**src/sync_pkg.sv**
```systemverilog
package sync_pkg;

    // sample stream and scaled-down numerology
    localparam int IN_DW = 32;
    localparam int FFT_LEN = 16;
    localparam int CP1_LEN = 4;
    localparam int CP2_LEN = 2;
    localparam int SYM_PER_SF = 14;
    localparam int SUBFRAMES_PER_FRAME = 20;
    localparam int SFN_MAX = 1024;
    // two long-CP symbols plus twelve short-CP symbols per subframe
    localparam int SF_SAMPLES = 2 * (FFT_LEN + CP1_LEN) + (SYM_PER_SF - 2) * (FFT_LEN + CP2_LEN);
    localparam int FRAME_SAMPLES = SF_SAMPLES * SUBFRAMES_PER_FRAME;
    localparam int SYMS_BTWN_SSB = SUBFRAMES_PER_FRAME * SYM_PER_SF;

    // tuser field widths, sfn sits in the upper bits
    localparam int SFN_W = 10;
    localparam int SF_W = 5;
    localparam int SYM_W = 4;
    localparam int CP_W = 3;
    localparam int USER_W = SFN_W + SF_W + SYM_W + CP_W;

    // PSS detector
    localparam int NUM_NID2 = 3;
    localparam int PSS_LEN = 16;
    // stand-in sign patterns, a set bit means a negative real part
    localparam logic [PSS_LEN-1:0] PSS_PATTERN [NUM_NID2] = '{16'h3AD8, 16'hE153, 16'h569F};
    localparam int PSS_THRESHOLD = 15;
    localparam int METRIC_W = $clog2(PSS_LEN + 1);
    localparam int HOLD_W = $clog2(PSS_LEN + 1);

    // PSS mode timer, in clocks around the expected SSB
    localparam int PSS_EARLY = 8;
    localparam int PSS_LATE = 8;
    localparam int TMR_W = $clog2(FRAME_SAMPLES + PSS_LATE + 1);

    // timing FSM
    localparam int SMP_W = $clog2(FFT_LEN + CP1_LEN);
    localparam int SSB_CNT_W = $clog2(SYMS_BTWN_SSB + 1);
    // case A: the PSS occupies symbol 2, so detection marks the start of symbol 3
    localparam int PSS_SYM = 3;
    localparam int SSB_MISS_SMP = 3;

    typedef enum logic [1:0] {PSS_SEARCH, PSS_FIND, PSS_PAUSE} pss_mode_e;
    typedef enum logic [1:0] {WAIT_FOR_SSB, WAIT_FOR_IBAR, SYNCED} sync_state_e;

endpackage

```
**src/pss_metric_if.sv**
```systemverilog
`timescale 1ns/1ps

interface pss_metric_if import sync_pkg::*; ();

    // one match metric lane per N_id_2
    logic [NUM_NID2-1:0][METRIC_W-1:0] metric;
    logic                              win_valid;
    pss_mode_e                         mode;
    logic [1:0]                        req_nid2;

    modport window (output win_valid);
    modport control (output mode, output req_nid2);
    modport select (input metric, input win_valid, input mode, input req_nid2);

endinterface

```
**src/sample_window.sv**
```systemverilog
`timescale 1ns/1ps

module sample_window import sync_pkg::*; (
    input  logic                clk_i,
    input  logic                reset_ni,
    input  logic [IN_DW-1:0]    s_axis_in_tdata_i,
    input  logic                s_axis_in_tvalid_i,
    output logic [PSS_LEN-1:0]  win_o,
    pss_metric_if.window        bus_o
);

    logic sign_bit;

    // I sits in the low half, so the real-part sign is its top bit
    assign sign_bit = s_axis_in_tdata_i[IN_DW/2-1];

    always_ff @(posedge clk_i) begin
        if (!reset_ni) begin
            win_o <= '0;
            bus_o.win_valid <= 1'b0;
        end else begin
            bus_o.win_valid <= s_axis_in_tvalid_i;
            if (s_axis_in_tvalid_i) begin
                // oldest sample ends up in the MSB
                win_o <= {win_o[PSS_LEN-2:0], sign_bit};
            end
        end
    end

endmodule

```
**src/pss_matcher.sv**
```systemverilog
`timescale 1ns/1ps

module pss_matcher import sync_pkg::*; #(
    parameter int NID2 = 0
) (
    input  logic                clk_i,
    input  logic                reset_ni,
    input  logic [PSS_LEN-1:0]  win_i,
    output logic [METRIC_W-1:0] metric_o
);

    logic [PSS_LEN-1:0]  agree;
    logic [METRIC_W-1:0] count;

    // a set bit marks a position where the window sign matches the pattern
    assign agree = ~(win_i ^ PSS_PATTERN[NID2]);

    always_comb begin
        count = '0;
        for (int i = 0; i < PSS_LEN; i++) begin
            count = count + METRIC_W'(agree[i]);
        end
    end

    always_ff @(posedge clk_i) begin
        if (!reset_ni) begin
            metric_o <= '0;
        end else begin
            metric_o <= count;
        end
    end

    // the peak selector relies on the metric staying inside the pattern length
    metric_in_range: assert property (
        @(posedge clk_i) disable iff (!reset_ni) metric_o <= METRIC_W'(PSS_LEN)
    );

endmodule

```
**src/pss_peak_select.sv**
```systemverilog
`timescale 1ns/1ps

module pss_peak_select import sync_pkg::*; (
    input  logic         clk_i,
    input  logic         reset_ni,
    pss_metric_if.select bus_i,
    output logic [1:0]   n_id_2_o,
    output logic         n_id_2_valid_o
);

    logic                cand_q;
    logic [HOLD_W-1:0]   holdoff_q;
    logic [METRIC_W-1:0] best_metric;
    logic [1:0]          best_idx;
    logic                fire;

    always_comb begin
        best_metric = '0;
        best_idx = '0;
        if (bus_i.mode == PSS_FIND) begin
            // only the lane of the cell we are already locked to counts
            if (32'(bus_i.req_nid2) < NUM_NID2) begin
                best_metric = bus_i.metric[bus_i.req_nid2];
                best_idx = bus_i.req_nid2;
            end
        end else begin
            // strict compare keeps the lowest index on ties
            for (int i = 0; i < NUM_NID2; i++) begin
                if (bus_i.metric[i] > best_metric) begin
                    best_metric = bus_i.metric[i];
                    best_idx = 2'(i);
                end
            end
        end
    end

    assign fire = cand_q && (holdoff_q == '0) && (bus_i.mode != PSS_PAUSE) &&
                  (best_metric >= METRIC_W'(PSS_THRESHOLD));

    always_ff @(posedge clk_i) begin
        if (!reset_ni) begin
            cand_q <= 1'b0;
            holdoff_q <= '0;
            n_id_2_valid_o <= 1'b0;
        end else begin
            // metrics lag the window by one cycle
            cand_q <= bus_i.win_valid;
            n_id_2_valid_o <= fire;
            if (fire) begin
                holdoff_q <= HOLD_W'(PSS_LEN);
            end else if (cand_q && (holdoff_q != '0)) begin
                holdoff_q <= holdoff_q - 1'b1;
            end
        end
    end

    always_ff @(posedge clk_i) begin
        if (fire) begin
            n_id_2_o <= best_idx;
        end
    end

    no_adjacent_pulses: assert property (
        @(posedge clk_i) disable iff (!reset_ni) n_id_2_valid_o |=> !n_id_2_valid_o
    );

endmodule

```
**src/frame_sync.sv**
```systemverilog
`timescale 1ns/1ps

module frame_sync import sync_pkg::*; (
    input  logic              clk_i,
    input  logic              reset_ni,
    input  logic [IN_DW-1:0]  s_axis_in_tdata_i,
    input  logic              s_axis_in_tvalid_i,
    input  logic [1:0]        n_id_2_i,
    input  logic              n_id_2_valid_i,
    input  logic [2:0]        ibar_ssb_i,
    input  logic              ibar_ssb_valid_i,
    pss_metric_if.control     ctrl_o,
    output logic [IN_DW-1:0]  m_axis_out_tdata_o,
    output logic [USER_W-1:0] m_axis_out_tuser_o,
    output logic              m_axis_out_tlast_o,
    output logic              m_axis_out_tvalid_o,
    output logic              symbol_start_o,
    output logic              ssb_start_o
);

    pss_mode_e              pss_state_q;
    logic [TMR_W-1:0]       clks_q;
    sync_state_e            state_q;
    logic [IN_DW-1:0]       tdata_q;
    logic                   vld_q;
    logic [SFN_W-1:0]       sfn_q, nxt_sfn;
    logic [SF_W-1:0]        sf_q, nxt_sf;
    logic [SYM_W-1:0]       sym_q, nxt_sym;
    logic [SMP_W-1:0]       smp_q, nxt_smp;
    logic [SMP_W-1:0]       sym_len;
    logic [SSB_CNT_W-1:0]   syms_q;
    logic                   find_q;
    logic                   last_smp, chk_open, ssb_hit, ssb_miss, out_valid;

    // symbols 0 and 7 carry the long CP
    function automatic logic [CP_W-1:0] cp_len(input logic [SYM_W-1:0] sym);
        return ((sym == '0) || (sym == SYM_W'(SYM_PER_SF / 2))) ? CP_W'(CP1_LEN) : CP_W'(CP2_LEN);
    endfunction

    // the data path is a plain two-stage delay
    always_ff @(posedge clk_i) begin
        tdata_q <= s_axis_in_tdata_i;
        m_axis_out_tdata_o <= tdata_q;
    end

    // PSS detector mode: pause for a frame, wake up early, give up a little late
    always_ff @(posedge clk_i) begin
        if (!reset_ni) begin
            pss_state_q <= PSS_SEARCH;
            clks_q <= '0;
            ctrl_o.mode <= PSS_SEARCH;
            ctrl_o.req_nid2 <= '0;
        end else begin
            ctrl_o.mode <= pss_state_q;
            if (n_id_2_valid_i) begin
                ctrl_o.req_nid2 <= n_id_2_i;
            end
            case (pss_state_q)
                PSS_SEARCH: begin
                    if (n_id_2_valid_i) begin
                        pss_state_q <= PSS_PAUSE;
                        clks_q <= TMR_W'(1);
                    end
                end
                PSS_PAUSE: begin
                    clks_q <= clks_q + 1'b1;
                    if (clks_q >= TMR_W'(FRAME_SAMPLES - PSS_EARLY)) begin
                        pss_state_q <= PSS_FIND;
                    end
                end
                PSS_FIND: begin
                    if (n_id_2_valid_i) begin
                        pss_state_q <= PSS_PAUSE;
                        clks_q <= TMR_W'(1);
                    end else if (clks_q >= TMR_W'(FRAME_SAMPLES + PSS_LATE)) begin
                        pss_state_q <= PSS_SEARCH;
                    end else begin
                        clks_q <= clks_q + 1'b1;
                    end
                end
                default: pss_state_q <= PSS_SEARCH;
            endcase
        end
    end

    // the counters hold the position of the sample leaving on the next valid edge
    always_comb begin
        sym_len = SMP_W'(FFT_LEN) + SMP_W'(cp_len(sym_q));
        last_smp = (smp_q == sym_len - 1'b1);
        nxt_smp = smp_q;
        nxt_sym = sym_q;
        nxt_sf = sf_q;
        nxt_sfn = sfn_q;
        if (vld_q) begin
            nxt_smp = last_smp ? '0 : smp_q + 1'b1;
            if (last_smp && (sym_q == SYM_W'(SYM_PER_SF - 1))) begin
                nxt_sym = '0;
                if (sf_q == SF_W'(SUBFRAMES_PER_FRAME - 1)) begin
                    nxt_sf = '0;
                    nxt_sfn = (sfn_q == SFN_W'(SFN_MAX - 1)) ? '0 : sfn_q + 1'b1;
                end else begin
                    nxt_sf = sf_q + 1'b1;
                end
            end else if (last_smp) begin
                nxt_sym = sym_q + 1'b1;
            end
        end
        // ibar_SSB tells which of the four case-A SSBs was caught
        if ((state_q == WAIT_FOR_IBAR) && ibar_ssb_valid_i) begin
            if ((ibar_ssb_i == 3'd1) || (ibar_ssb_i == 3'd3)) begin
                nxt_sym = (32'(nxt_sym) + 6 >= SYM_PER_SF) ? SYM_W'(32'(nxt_sym) + 6 - SYM_PER_SF)
                                                           : SYM_W'(32'(nxt_sym) + 6);
            end
            if ((ibar_ssb_i == 3'd2) || (ibar_ssb_i == 3'd3)) begin
                nxt_sf = (nxt_sf == SF_W'(SUBFRAMES_PER_FRAME - 1)) ? '0 : nxt_sf + 1'b1;
            end
        end
    end

    // the SSB check opens on the last sample before the next expected SSB symbol
    assign chk_open = (state_q == SYNCED) && !find_q && vld_q && last_smp &&
                      (syms_q == SSB_CNT_W'(SYMS_BTWN_SSB - 1));
    assign ssb_hit = (state_q == SYNCED) && find_q && n_id_2_valid_i;
    assign ssb_miss = (state_q == SYNCED) && find_q && !n_id_2_valid_i && vld_q &&
                      (smp_q == SMP_W'(SSB_MISS_SMP));
    assign out_valid = vld_q && !chk_open && (!find_q || n_id_2_valid_i);

    always_ff @(posedge clk_i) begin
        if (!reset_ni) begin
            state_q <= WAIT_FOR_SSB;
            vld_q <= 1'b0;
            sfn_q <= '0;
            sf_q <= '0;
            sym_q <= '0;
            smp_q <= '0;
            syms_q <= '0;
            find_q <= 1'b0;
            m_axis_out_tvalid_o <= 1'b0;
            m_axis_out_tlast_o <= 1'b0;
            symbol_start_o <= 1'b0;
            ssb_start_o <= 1'b0;
        end else begin
            vld_q <= s_axis_in_tvalid_i;
            ssb_start_o <= 1'b0;
            symbol_start_o <= 1'b0;
            m_axis_out_tlast_o <= 1'b0;
            case (state_q)
                WAIT_FOR_SSB: begin
                    m_axis_out_tvalid_o <= 1'b0;
                    find_q <= 1'b0;
                    if (n_id_2_valid_i) begin
                        // assume symbol 3 of subframe 0 until ibar_SSB says otherwise
                        state_q <= WAIT_FOR_IBAR;
                        sfn_q <= '0;
                        sf_q <= '0;
                        sym_q <= SYM_W'(PSS_SYM);
                        smp_q <= SMP_W'(1);
                        syms_q <= '0;
                        m_axis_out_tvalid_o <= 1'b1;
                        m_axis_out_tuser_o <= {SFN_W'(0), SF_W'(0), SYM_W'(PSS_SYM),
                                               cp_len(SYM_W'(PSS_SYM))};
                        symbol_start_o <= 1'b1;
                        ssb_start_o <= 1'b1;
                    end
                end
                default: begin
                    sfn_q <= nxt_sfn;
                    sf_q <= nxt_sf;
                    sym_q <= nxt_sym;
                    smp_q <= nxt_smp;
                    if (ssb_hit) begin
                        syms_q <= '0;
                    end else if (vld_q && last_smp) begin
                        syms_q <= syms_q + 1'b1;
                    end
                    if (vld_q) begin
                        m_axis_out_tuser_o <= {sfn_q, sf_q, sym_q, cp_len(sym_q)};
                    end
                    m_axis_out_tvalid_o <= out_valid;
                    m_axis_out_tlast_o <= out_valid && last_smp;
                    symbol_start_o <= out_valid && (smp_q == '0);
                    ssb_start_o <= ssb_hit;
                    if (chk_open) begin
                        find_q <= 1'b1;
                    end else if (ssb_hit) begin
                        find_q <= 1'b0;
                    end
                    if ((state_q == WAIT_FOR_IBAR) && ibar_ssb_valid_i) begin
                        state_q <= SYNCED;
                    end
                    // SSB did not show up, so the timing is lost
                    if (ssb_miss) begin
                        state_q <= WAIT_FOR_SSB;
                        find_q <= 1'b0;
                    end
                end
            endcase
        end
    end

    // every valid output sample carries one of the two CP lengths
    cp_len_legal: assert property (
        @(posedge clk_i) disable iff (!reset_ni)
        m_axis_out_tvalid_o |-> (m_axis_out_tuser_o[CP_W-1:0] inside {CP_W'(CP1_LEN), CP_W'(CP2_LEN)})
    );

endmodule

```
**src/cell_search_top.sv**
```systemverilog
`timescale 1ns/1ps

module cell_search_top import sync_pkg::*; (
    input  logic              clk_i,
    input  logic              reset_ni,
    input  logic [IN_DW-1:0]  s_axis_in_tdata_i,
    input  logic              s_axis_in_tvalid_i,
    input  logic [2:0]        ibar_ssb_i,
    input  logic              ibar_ssb_valid_i,
    output pss_mode_e         pss_detector_mode_o,
    output logic [1:0]        requested_n_id_2_o,
    output logic [1:0]        n_id_2_o,
    output logic              n_id_2_valid_o,
    output logic [IN_DW-1:0]  m_axis_out_tdata_o,
    output logic [USER_W-1:0] m_axis_out_tuser_o,
    output logic              m_axis_out_tlast_o,
    output logic              m_axis_out_tvalid_o,
    output logic              symbol_start_o,
    output logic              ssb_start_o
);

    pss_metric_if metric_bus ();

    logic [PSS_LEN-1:0]  win;
    logic [METRIC_W-1:0] metric [NUM_NID2];

    sample_window sample_window_inst (
        .clk_i              (clk_i),
        .reset_ni           (reset_ni),
        .s_axis_in_tdata_i  (s_axis_in_tdata_i),
        .s_axis_in_tvalid_i (s_axis_in_tvalid_i),
        .win_o              (win),
        .bus_o              (metric_bus.window)
    );

    // one matcher per N_id_2, all looking at the same window
    for (genvar g = 0; g < NUM_NID2; g++) begin : g_matcher
        pss_matcher #(
            .NID2 (g)
        ) pss_matcher_inst (
            .clk_i    (clk_i),
            .reset_ni (reset_ni),
            .win_i    (win),
            .metric_o (metric[g])
        );

        assign metric_bus.metric[g] = metric[g];
    end

    pss_peak_select pss_peak_select_inst (
        .clk_i          (clk_i),
        .reset_ni       (reset_ni),
        .bus_i          (metric_bus.select),
        .n_id_2_o       (n_id_2_o),
        .n_id_2_valid_o (n_id_2_valid_o)
    );

    frame_sync frame_sync_inst (
        .clk_i               (clk_i),
        .reset_ni            (reset_ni),
        .s_axis_in_tdata_i   (s_axis_in_tdata_i),
        .s_axis_in_tvalid_i  (s_axis_in_tvalid_i),
        .n_id_2_i            (n_id_2_o),
        .n_id_2_valid_i      (n_id_2_valid_o),
        .ibar_ssb_i          (ibar_ssb_i),
        .ibar_ssb_valid_i    (ibar_ssb_valid_i),
        .ctrl_o              (metric_bus.control),
        .m_axis_out_tdata_o  (m_axis_out_tdata_o),
        .m_axis_out_tuser_o  (m_axis_out_tuser_o),
        .m_axis_out_tlast_o  (m_axis_out_tlast_o),
        .m_axis_out_tvalid_o (m_axis_out_tvalid_o),
        .symbol_start_o      (symbol_start_o),
        .ssb_start_o         (ssb_start_o)
    );

    assign pss_detector_mode_o = metric_bus.mode;
    assign requested_n_id_2_o = metric_bus.req_nid2;

endmodule

```
**config.mk**
```make
export PLATFORM = sky130hd
export DESIGN_NAME = cell_search_top
export DESIGN_NICKNAME = d
export VERILOG_FILES = /design/src/sync_pkg.sv /design/src/pss_metric_if.sv /design/src/sample_window.sv /design/src/pss_matcher.sv /design/src/pss_peak_select.sv /design/src/frame_sync.sv /design/src/cell_search_top.sv
export SDC_FILE = /design/constraint.sdc
export NUM_CORES = 1
export LEC_CHECK = 0
export ABC_AREA = 1
export ABC_CLOCK_PERIOD_IN_PS = 4200
export BUFFER_PORTS_ARGS = -buffer_cell sky130_fd_sc_hd__buf_2
export CORE_MARGIN = 1.5
export CORE_UTILIZATION = 30
export CTS_CLUSTER_DIAMETER = 40
export DETAILED_ROUTE_END_ITERATION = 6
export PLACE_DENSITY_LB_ADDON = 0.08
export SLEW_MARGIN = 20
export SYNTH_ARGS = -nofsm -noshare
export SYNTH_HDL_FRONTEND = slang
export SYNTH_HIERARCHICAL = 1
export SYNTH_SLANG_ARGS = --single-unit
export TNS_END_PERCENT = 100
```
**constraint.sdc**
```tcl
create_clock -name clk_i -period 4.2 [get_ports clk_i]
set_input_delay 1.26 -clock clk_i [delete_from_list [all_inputs] [get_ports clk_i]]
set_output_delay 1.26 -clock clk_i [all_outputs]
set_load 0.01 [all_outputs]
```
Word-level counts from Yosys, hierarchy flattened

Index checks and enable logic that the tools add are counted.

Register bits after elaboration: 186
Bits of input ports: 39
Output and inout bits: 65
Logic and storage cells: 242

Add/subtract/negate cells: 57
Order comparisons: 9
Equality and inequality tests: 22
Mux-type cells: 68
Bitwise logic cells: 7
Reduce and logical (&&, ||, !) cells: 51

Operators by type and width:

| cell                                                                                | count |
|---|---|
| 5-bit by 1-bit adder with 5-bit output                                              | 42 |
| 5-bit 2-to-1 mux                                                                    | 22 |
| 22-bit 2-to-1 mux                                                                   | 3 |
| 10-bit 2-to-1 mux                                                                   | 6 |
| 16-bit NOT                                                                          | 3 |
| 13-bit 2-to-1 mux                                                                   | 3 |
| 13-bit one-hot mux with 3 select lines                                              | 1 |
| 9-bit 2-to-1 mux                                                                    | 4 |
| 4-bit 2-to-1 mux                                                                    | 8 |
| 13-bit greater-or-equal comparator, second input constant                           | 2 |
| 2-bit 2-to-1 mux                                                                    | 11 |
| 1-bit logical AND                                                                   | 20 |
| 8-bit NOT                                                                           | 2 |
| 5-bit by 1-bit adder with 5-bit output, second input constant                       | 3 |
| 13-bit by 1-bit adder with 13-bit output, second input constant                     | 1 |
| 10-bit by 1-bit adder with 10-bit output, second input constant                     | 1 |
| 5-bit binary-select mux with 2-bit select                                           | 1 |
| 10-bit == test, second input constant                                               | 1 |
| 5-bit == test, second input constant                                                | 2 |
| 5-bit by 4-bit greater-or-equal comparator with 1-bit output, second input constant | 2 |
| 5-bit greater-than comparator                                                       | 2 |
| 5-bit logical NOT                                                                   | 2 |
| 10-bit NOT                                                                          | 1 |
| 2-bit nonzero test                                                                  | 5 |
| other kinds (38)                                                                    | 66 |

Depth between registers and ports, before layout

Depth after elaboration: 17
Mapped depth: 23
Gate-level depth less buffers: 23

Modules after synthesis

The synthesis kept the hierarchy.

By module, submodules not included:

| module                                      | instances | cells each | area an instance (µm²) | seq. area each (µm²) |
|---|---|---|---|---|
| frame_sync                                  | 1         | 673        | 5825.6                 | 3113.0 |
| pss_peak_select                             | 1         | 132        | 883.3                  | 200.2 |
| sample_window                               | 1         | 105        | 721.9                  | 340.3 |
| pss_matcher (g_matcher[0].pss_matcher_inst) | 1         | 60         | 521.8                  | 100.1 |
| pss_matcher (g_matcher[2].pss_matcher_inst) | 1         | 59         | 520.5                  | 100.1 |
| pss_matcher (g_matcher[1].pss_matcher_inst) | 1         | 58         | 514.2                  | 100.1 |

Worst setup path before layout

OpenSTA, ideal clock, no wires.

Kind: register to register
From: reg sample_window_inst.win_o[0]
To: reg g_matcher[2].pss_matcher_inst.metric_o[2]
Setup time: 120 ps
Arrival time: 3335 ps
Data required time: 4080 ps
Setup slack: 744 ps
Cell stages (with the launch flop): 13
Path buffers: 0
Clock period less this slack: 3456 ps
Cell sequence: dfxtp_1 -> inv_1 -> fa_1 -> fa_1 -> inv_1 -> fa_1 -> inv_1 -> fa_1 -> inv_1 -> ha_1 -> fa_1 -> o21ai_0 -> a21oi_1

Word-level cells in the longest chain between the ends: 17

Ends and longest elaborated chain:

| item                                                  | line                | RTL |
|---|---|---|
| from (decl)                                           | sample_window.sv:8  | `output logic [PSS_LEN-1:0] win_o,` |
| from (signal assigned)                                | sample_window.sv:25 | `win_o <= {win_o[PSS_LEN-2:0], sign_bit};` |
| 10-bit NOT (no source line)                           | -                   |  |
| 16-bit NOT                                            | pss_matcher.sv:16   | `assign agree = ~(win_i ^ PSS_PATTERN[NID2]);` |
| 1-bit by 1-bit adder with 2-bit output                | pss_matcher.sv:21   | `count = count + METRIC_W'(agree[i]);` |
| 5-bit by 1-bit adder with 5-bit output (14 in series) | pss_matcher.sv:21   |  |
| to (signal assigned)                                  | pss_matcher.sv:29   | `metric_o <= count;` |
| to (signal assigned)                                  | pss_matcher.sv:35   | `@(posedge clk_i) disable iff (!reset_ni) metric_o <= METRIC_W'(PSS_LEN)` |
| to (decl)                                             | pss_matcher.sv:9    | `output logic [METRIC_W-1:0] metric_o` |

Every way passes these cells.
A chain may end at the register's enable or synchronous reset.

Final worst setup path

Ends and elaborated chain as after synthesis.

==> flow_summary.html <==
<table>
<tr><th>Metric</th><th>Value</th></tr>
<tr><th colspan="2">Clock tree</th></tr>
<tr><td>CTS Buf Count</td><td>17</td></tr>
<tr><td>Post-CTS Resized</td><td>0</td></tr>
<tr><td>Clock transition at the registers of the reported paths</td><td>0.09 ns</td></tr>
<tr><td>Clock root cell</td><td>clkbuf_16</td></tr>
<tr><td>Number of buffers between clock root and the deepest sink</td><td>2</td></tr>
<tr><td>Number of clock sinks</td><td>between 150 and 200</td></tr>
<tr><td>Count of hold-fix buffers inserted at cts</td><td>0</td></tr>
<tr><td>CTS H-tree lvls</td><td>4</td></tr>
<tr><td>Clock latency of the later-clocked register in the worst-skew pair</td><td>between 0.4 and 0.5 ns</td></tr>
<tr><td>TritonCTS clock tree</td><td>yes</td></tr>
<tr><td>Post-CTS setup buffers</td><td>0</td></tr>
<tr><th colspan="2">Die</th></tr>
<tr><td>Die Footprint</td><td>0.0310 sq mm</td></tr>
<tr><td>Effective utilization at floorplan</td><td>between 30% and 40%</td></tr>
<tr><td>Number of rows in the core area</td><td>between 60 and 70</td></tr>
<tr><td>Standard cell core area</td><td>just under 0.03 sq mm</td></tr>
<tr><td>Total I/O pin count</td><td>between 100 and 150</td></tr>
<tr><td>Vertical die dimension</td><td>between 150 and 200 um</td></tr>
<tr><td>X dimension of the die</td><td>around 180 um</td></tr>
<tr><th colspan="2">STA</th></tr>
<tr><td>Max frequency</td><td>around 280 MHz</td></tr>
<tr><td>Final WS setup</td><td>roughly 0.6 ns</td></tr>
<tr><td>Final Max Slew Viols</td><td>0</td></tr>
<tr><td>Hold slack final</td><td>around 0.32 ns</td></tr>
<tr><td>Worst clock skew on the final layout</td><td>around 0.016 ns</td></tr>
<tr><td>Unrepaired setup endpoints after global routing</td><td>no</td></tr>
<tr><td>Final critical path time including I/O delays and setup</td><td>about 3.6 ns</td></tr>
<tr><td>Worst slew slack as a fraction of its limit</td><td>between 40% and 50%</td></tr>
<tr><td>Count of endpoints failing setup in the final report</td><td>0</td></tr>
<tr><td>Count of final hold-check violations</td><td>0</td></tr>
<tr><td>Worst-margin pin slew</td><td>around 0.75 ns</td></tr>
<tr><td>Sum Neg Setup Slack</td><td>0 ns</td></tr>
<tr><td>Share of the clock period used by the worst path</td><td>approximately 86%</td></tr>
<tr><th colspan="2">Global routing</th></tr>
<tr><td>Wire length of the first global-routing pass</td><td>between 30000 and 40000 um</td></tr>
<tr><td>Aggregate global routing overflow</td><td>0</td></tr>
<tr><td>Via count of the first global-routing pass</td><td>6473</td></tr>
<tr><td>Overall global routing resource usage</td><td>a little over an eighth</td></tr>
<tr><td>Number of antenna violations at the first check in global routing</td><td>0</td></tr>
<tr><td>Maximum number of pins on one net before global-route repair</td><td>37</td></tr>
<tr><th colspan="2">Routing</th></tr>
<tr><td>Starting DRT DRC Count</td><td>approximately 320</td></tr>
<tr><td>Drt total wl</td><td>around 20000 um</td></tr>
<tr><td>Residual DRC</td><td>0</td></tr>
<tr><td>Vias per cell</td><td>between 4 and 5</td></tr>
<tr><td>Post-Route M1 WL</td><td>approximately 9500 um</td></tr>
<tr><td>Via count</td><td>just under 7k</td></tr>
<tr><td>DR WL met2</td><td>8980 um</td></tr>
<tr><td>Detail Route met3 WL</td><td>between 900 and 1000 um</td></tr>
<tr><td>Routed wirelength normalized by instance count</td><td>around 12 um</td></tr>
<tr><td>Number of iterations in the first detailed-routing pass</td><td>4</td></tr>
<tr><td>Uppermost metal layer occupied by signal nets</td><td>met4</td></tr>
<tr><td>Count of antenna-violating nets left after detailed routing</td><td>0</td></tr>
<tr><th colspan="2">Setup path</th></tr>
<tr><td>Flop-to-flop setup slack</td><td>0.60 ns</td></tr>
<tr><td>Setup crit start kind</td><td>flip-flop</td></tr>
<tr><td>Critical path class</td><td>flip-flop to flip-flop</td></tr>
<tr><td>Nature of the critical path endpoint</td><td>flip-flop</td></tr>
<tr><td>Endpoint required time on the critical path</td><td>approximately 4.5 ns</td></tr>
<tr><td>Critical path data arrival time</td><td>roughly 3.9 ns</td></tr>
<tr><td>Critical path fanouts, max</td><td>5</td></tr>
<tr><th colspan="2">Logic synthesis</th></tr>
<tr><td>Number of flip-flops and latches in the synthesized netlist</td><td>about 190</td></tr>
<tr><td>Sequential cell area fraction in the yosys report</td><td>between 40% and 50%</td></tr>
<tr><td>Count of mapped cells out of synthesis</td><td>roughly 1.1k</td></tr>
<tr><td>Total of warnings raised by yosys</td><td>6</td></tr>
<tr><td>Most used flip-flop cell after synthesis</td><td>dfxtp_1</td></tr>
<tr><td>Number of flops mapped to enable cells by yosys</td><td>23</td></tr>
<tr><td>Netlist Area Pre-Place</td><td>0.00899 sq mm</td></tr>
<tr><td>Count of unique library cells instantiated by Yosys</td><td>54</td></tr>
<tr><td>FFs w/ async S/R, synth</td><td>0%</td></tr>
<tr><td>Biggest area consumer among synthesized cells</td><td>dfxtp_1</td></tr>
<tr><td>Net count of the mapped netlist</td><td>about 1.2k</td></tr>
<tr><td>Area share of the largest cell type after synthesis</td><td>between 30% and 40%</td></tr>
<tr><td>Synth top area cells</td><td>dfxtp_1 36%, inv_1 8.7%, nand2_1 7.9%</td></tr>
<tr><td>Synthesized area divided by synthesized cell count</td><td>8.27 sq um</td></tr>
<tr><td>Cell types with the highest counts after synthesis</td><td>208 x inv_1, 189 x nand2_1, 163 x dfxtp_1, 124 x nor2_1, 52 x nand3_1</td></tr>
<tr><td>Most frequent cell after synthesis</td><td>inv_1</td></tr>
<tr><th colspan="2">Place</th></tr>
<tr><td>Gpl congestion</td><td>~0.76</td></tr>
<tr><td>Count of port buffers added during placement</td><td>slightly above 100</td></tr>
<tr><td>Final HPWL from detailed placement</td><td>approximately 15000 um</td></tr>
<tr><td>Dpl ws</td><td>roughly 0.58 ns</td></tr>
<tr><th colspan="2">Hold path</th></tr>
<tr><td>Type of the most critical hold path</td><td>flip-flop to flip-flop</td></tr>
<tr><th colspan="2">Layout</th></tr>
<tr><td>Area Overhead vs Synth</td><td>17.2%</td></tr>
<tr><td>Antenna cell count</td><td>0</td></tr>
<tr><td>Ratio of cells with drive above 1 in the final layout</td><td>16.0%</td></tr>
<tr><td>Total number of nets in the final design</td><td>about 1.3k</td></tr>
<tr><th colspan="2">Job</th></tr>
<tr><td>Maxcap violations</td><td>0</td></tr>
<tr><th colspan="2">Power</th></tr>
<tr><td>Pwr Density</td><td>roughly 550 mW/mm^2</td></tr>
<tr><td>Leakage</td><td>0.00476 uW</td></tr>
<tr><td>Worst vdd rail ir drop</td><td>approximately 320 uV</td></tr>
<tr><th colspan="2">Run status</th></tr>
<tr><td>Result of the run</td><td>completed</td></tr>
</table>
==> cell type report <==
class	count	area (sq um)
Clock buffer	17	425
Clock inverter	15	214
Fill cell	3098	19000
Inverter	219	825
Multi-Input combinational cell	664	4080
Sequential cell	186	3950
Tap cell	390	488
Timing Repair Buffer	107	548
==> power by group <==
| part | internal, uW | switching [uW] |
|---|---|---|
| registers | 1980 | 113 |
| clock network | 844 | 867 |
| logic | 731 | 1210 |
==> critical path: stages (launching register included) <==
cell and delay, ns:
dfxtp_1 0.44, inv_1 0.09, fa_1 0.51, fa_1 0.52, inv_1 0.05, fa_1 0.49, inv_1 0.05, fa_1 0.49
inv_1 0.04, ha_1 0.19, fa_1 0.40, o21ai_0 0.15, a21oi_1 0.05
==> flip-flops by register name (all words and copies together) (netlist names), 9 cells and up <==
signal,cells
frame_sync_inst/m_axis_out_tuser_o,21
frame_sync_inst/tdata_q,32
frame_sync_inst/sfn_q,10
sample_window_inst/win_o,16
frame_sync_inst/clks_q,13
frame_sync_inst/syms_q,9
frame_sync_inst/m_axis_out_tdata_o,32
g_matcher.pss_matcher_inst/metric_o,15
==> stage by stage <==
step                cells  power (uW)  utilization, %  area [sq um]
global placement     1566        4120            33.5          9890
finish               1598        5750            35.6         10500
floorplan            1087        3670               -          8990
detailed placement   1566        4110            33.5          9890
global route         1598        6270            35.6         10500
CTS                  1598        5870            35.6         10500
==> cell usage in the layout (no fill, tap or decap), types with 4 or more instances in the layout <==
| cell | instances |
|---|---|
| xor2_1 | 8 |
| ha_1 | 44 |
| o32ai_1 | 6 |
| nand2_1 | 189 |
| a211oi_1 | 4 |
| clkbuf_16 | 17 |
| buf_2 | 102 |
| nor2_4 | 4 |
| a21oi_1 | 49 |
| o21ai_0 | 46 |
| nor2_1 | 123 |
| inv_1 | 208 |
| fa_1 | 30 |
| inv_2 | 9 |
| nor2_2 | 6 |
| dfxtp_1 | 163 |
| o31ai_1 | 4 |
| edfxtp_1 | 23 |
| buf_4 | 5 |
| nand2_2 | 12 |
| inv_12 | 7 |
| nor3_1 | 18 |
| nand4_1 | 16 |
| nand3_2 | 8 |
| nand3_1 | 52 |
==> cells by family after synthesis <==
group | after synthesis | synth area share (%)
AO/OA/AOI/OAI | 130 | 8.35
XOR/XNOR | 11 | 1.16
adder cells (fa/ha/maj) | 74 | 12.8
buffers and inverters | 237 | 10.7
flip-flops | 186 | 44.0
other | 1 | 0.0417
AND/OR/NAND/NOR | 448 | 23.0
==> final timing paths <==
kind / end / startpoint / cells past startpoint
worst max-delay path: g_matcher[2].pss_matcher_inst/metric_o[2] / sample_window_inst/win_o[0] / 12
worst min-delay path: frame_sync_inst/m_axis_out_tdata_o[15] / frame_sync_inst/tdata_q[15] / 0
worst max register to register: g_matcher[2].pss_matcher_inst/metric_o[2] / sample_window_inst/win_o[0] / 12
worst min register to register: frame_sync_inst/m_axis_out_tdata_o[15] / frame_sync_inst/tdata_q[15] / 0
==> metal layers <==
layer	global-route usage, %	vias to the layer above
met2	21.2	113
met5	0	-
met4	4.06	0
li1	-	3643
met3	3.57	13
met1	17.3	3139
No activity file was read; power rests on OpenSTA's default activity.
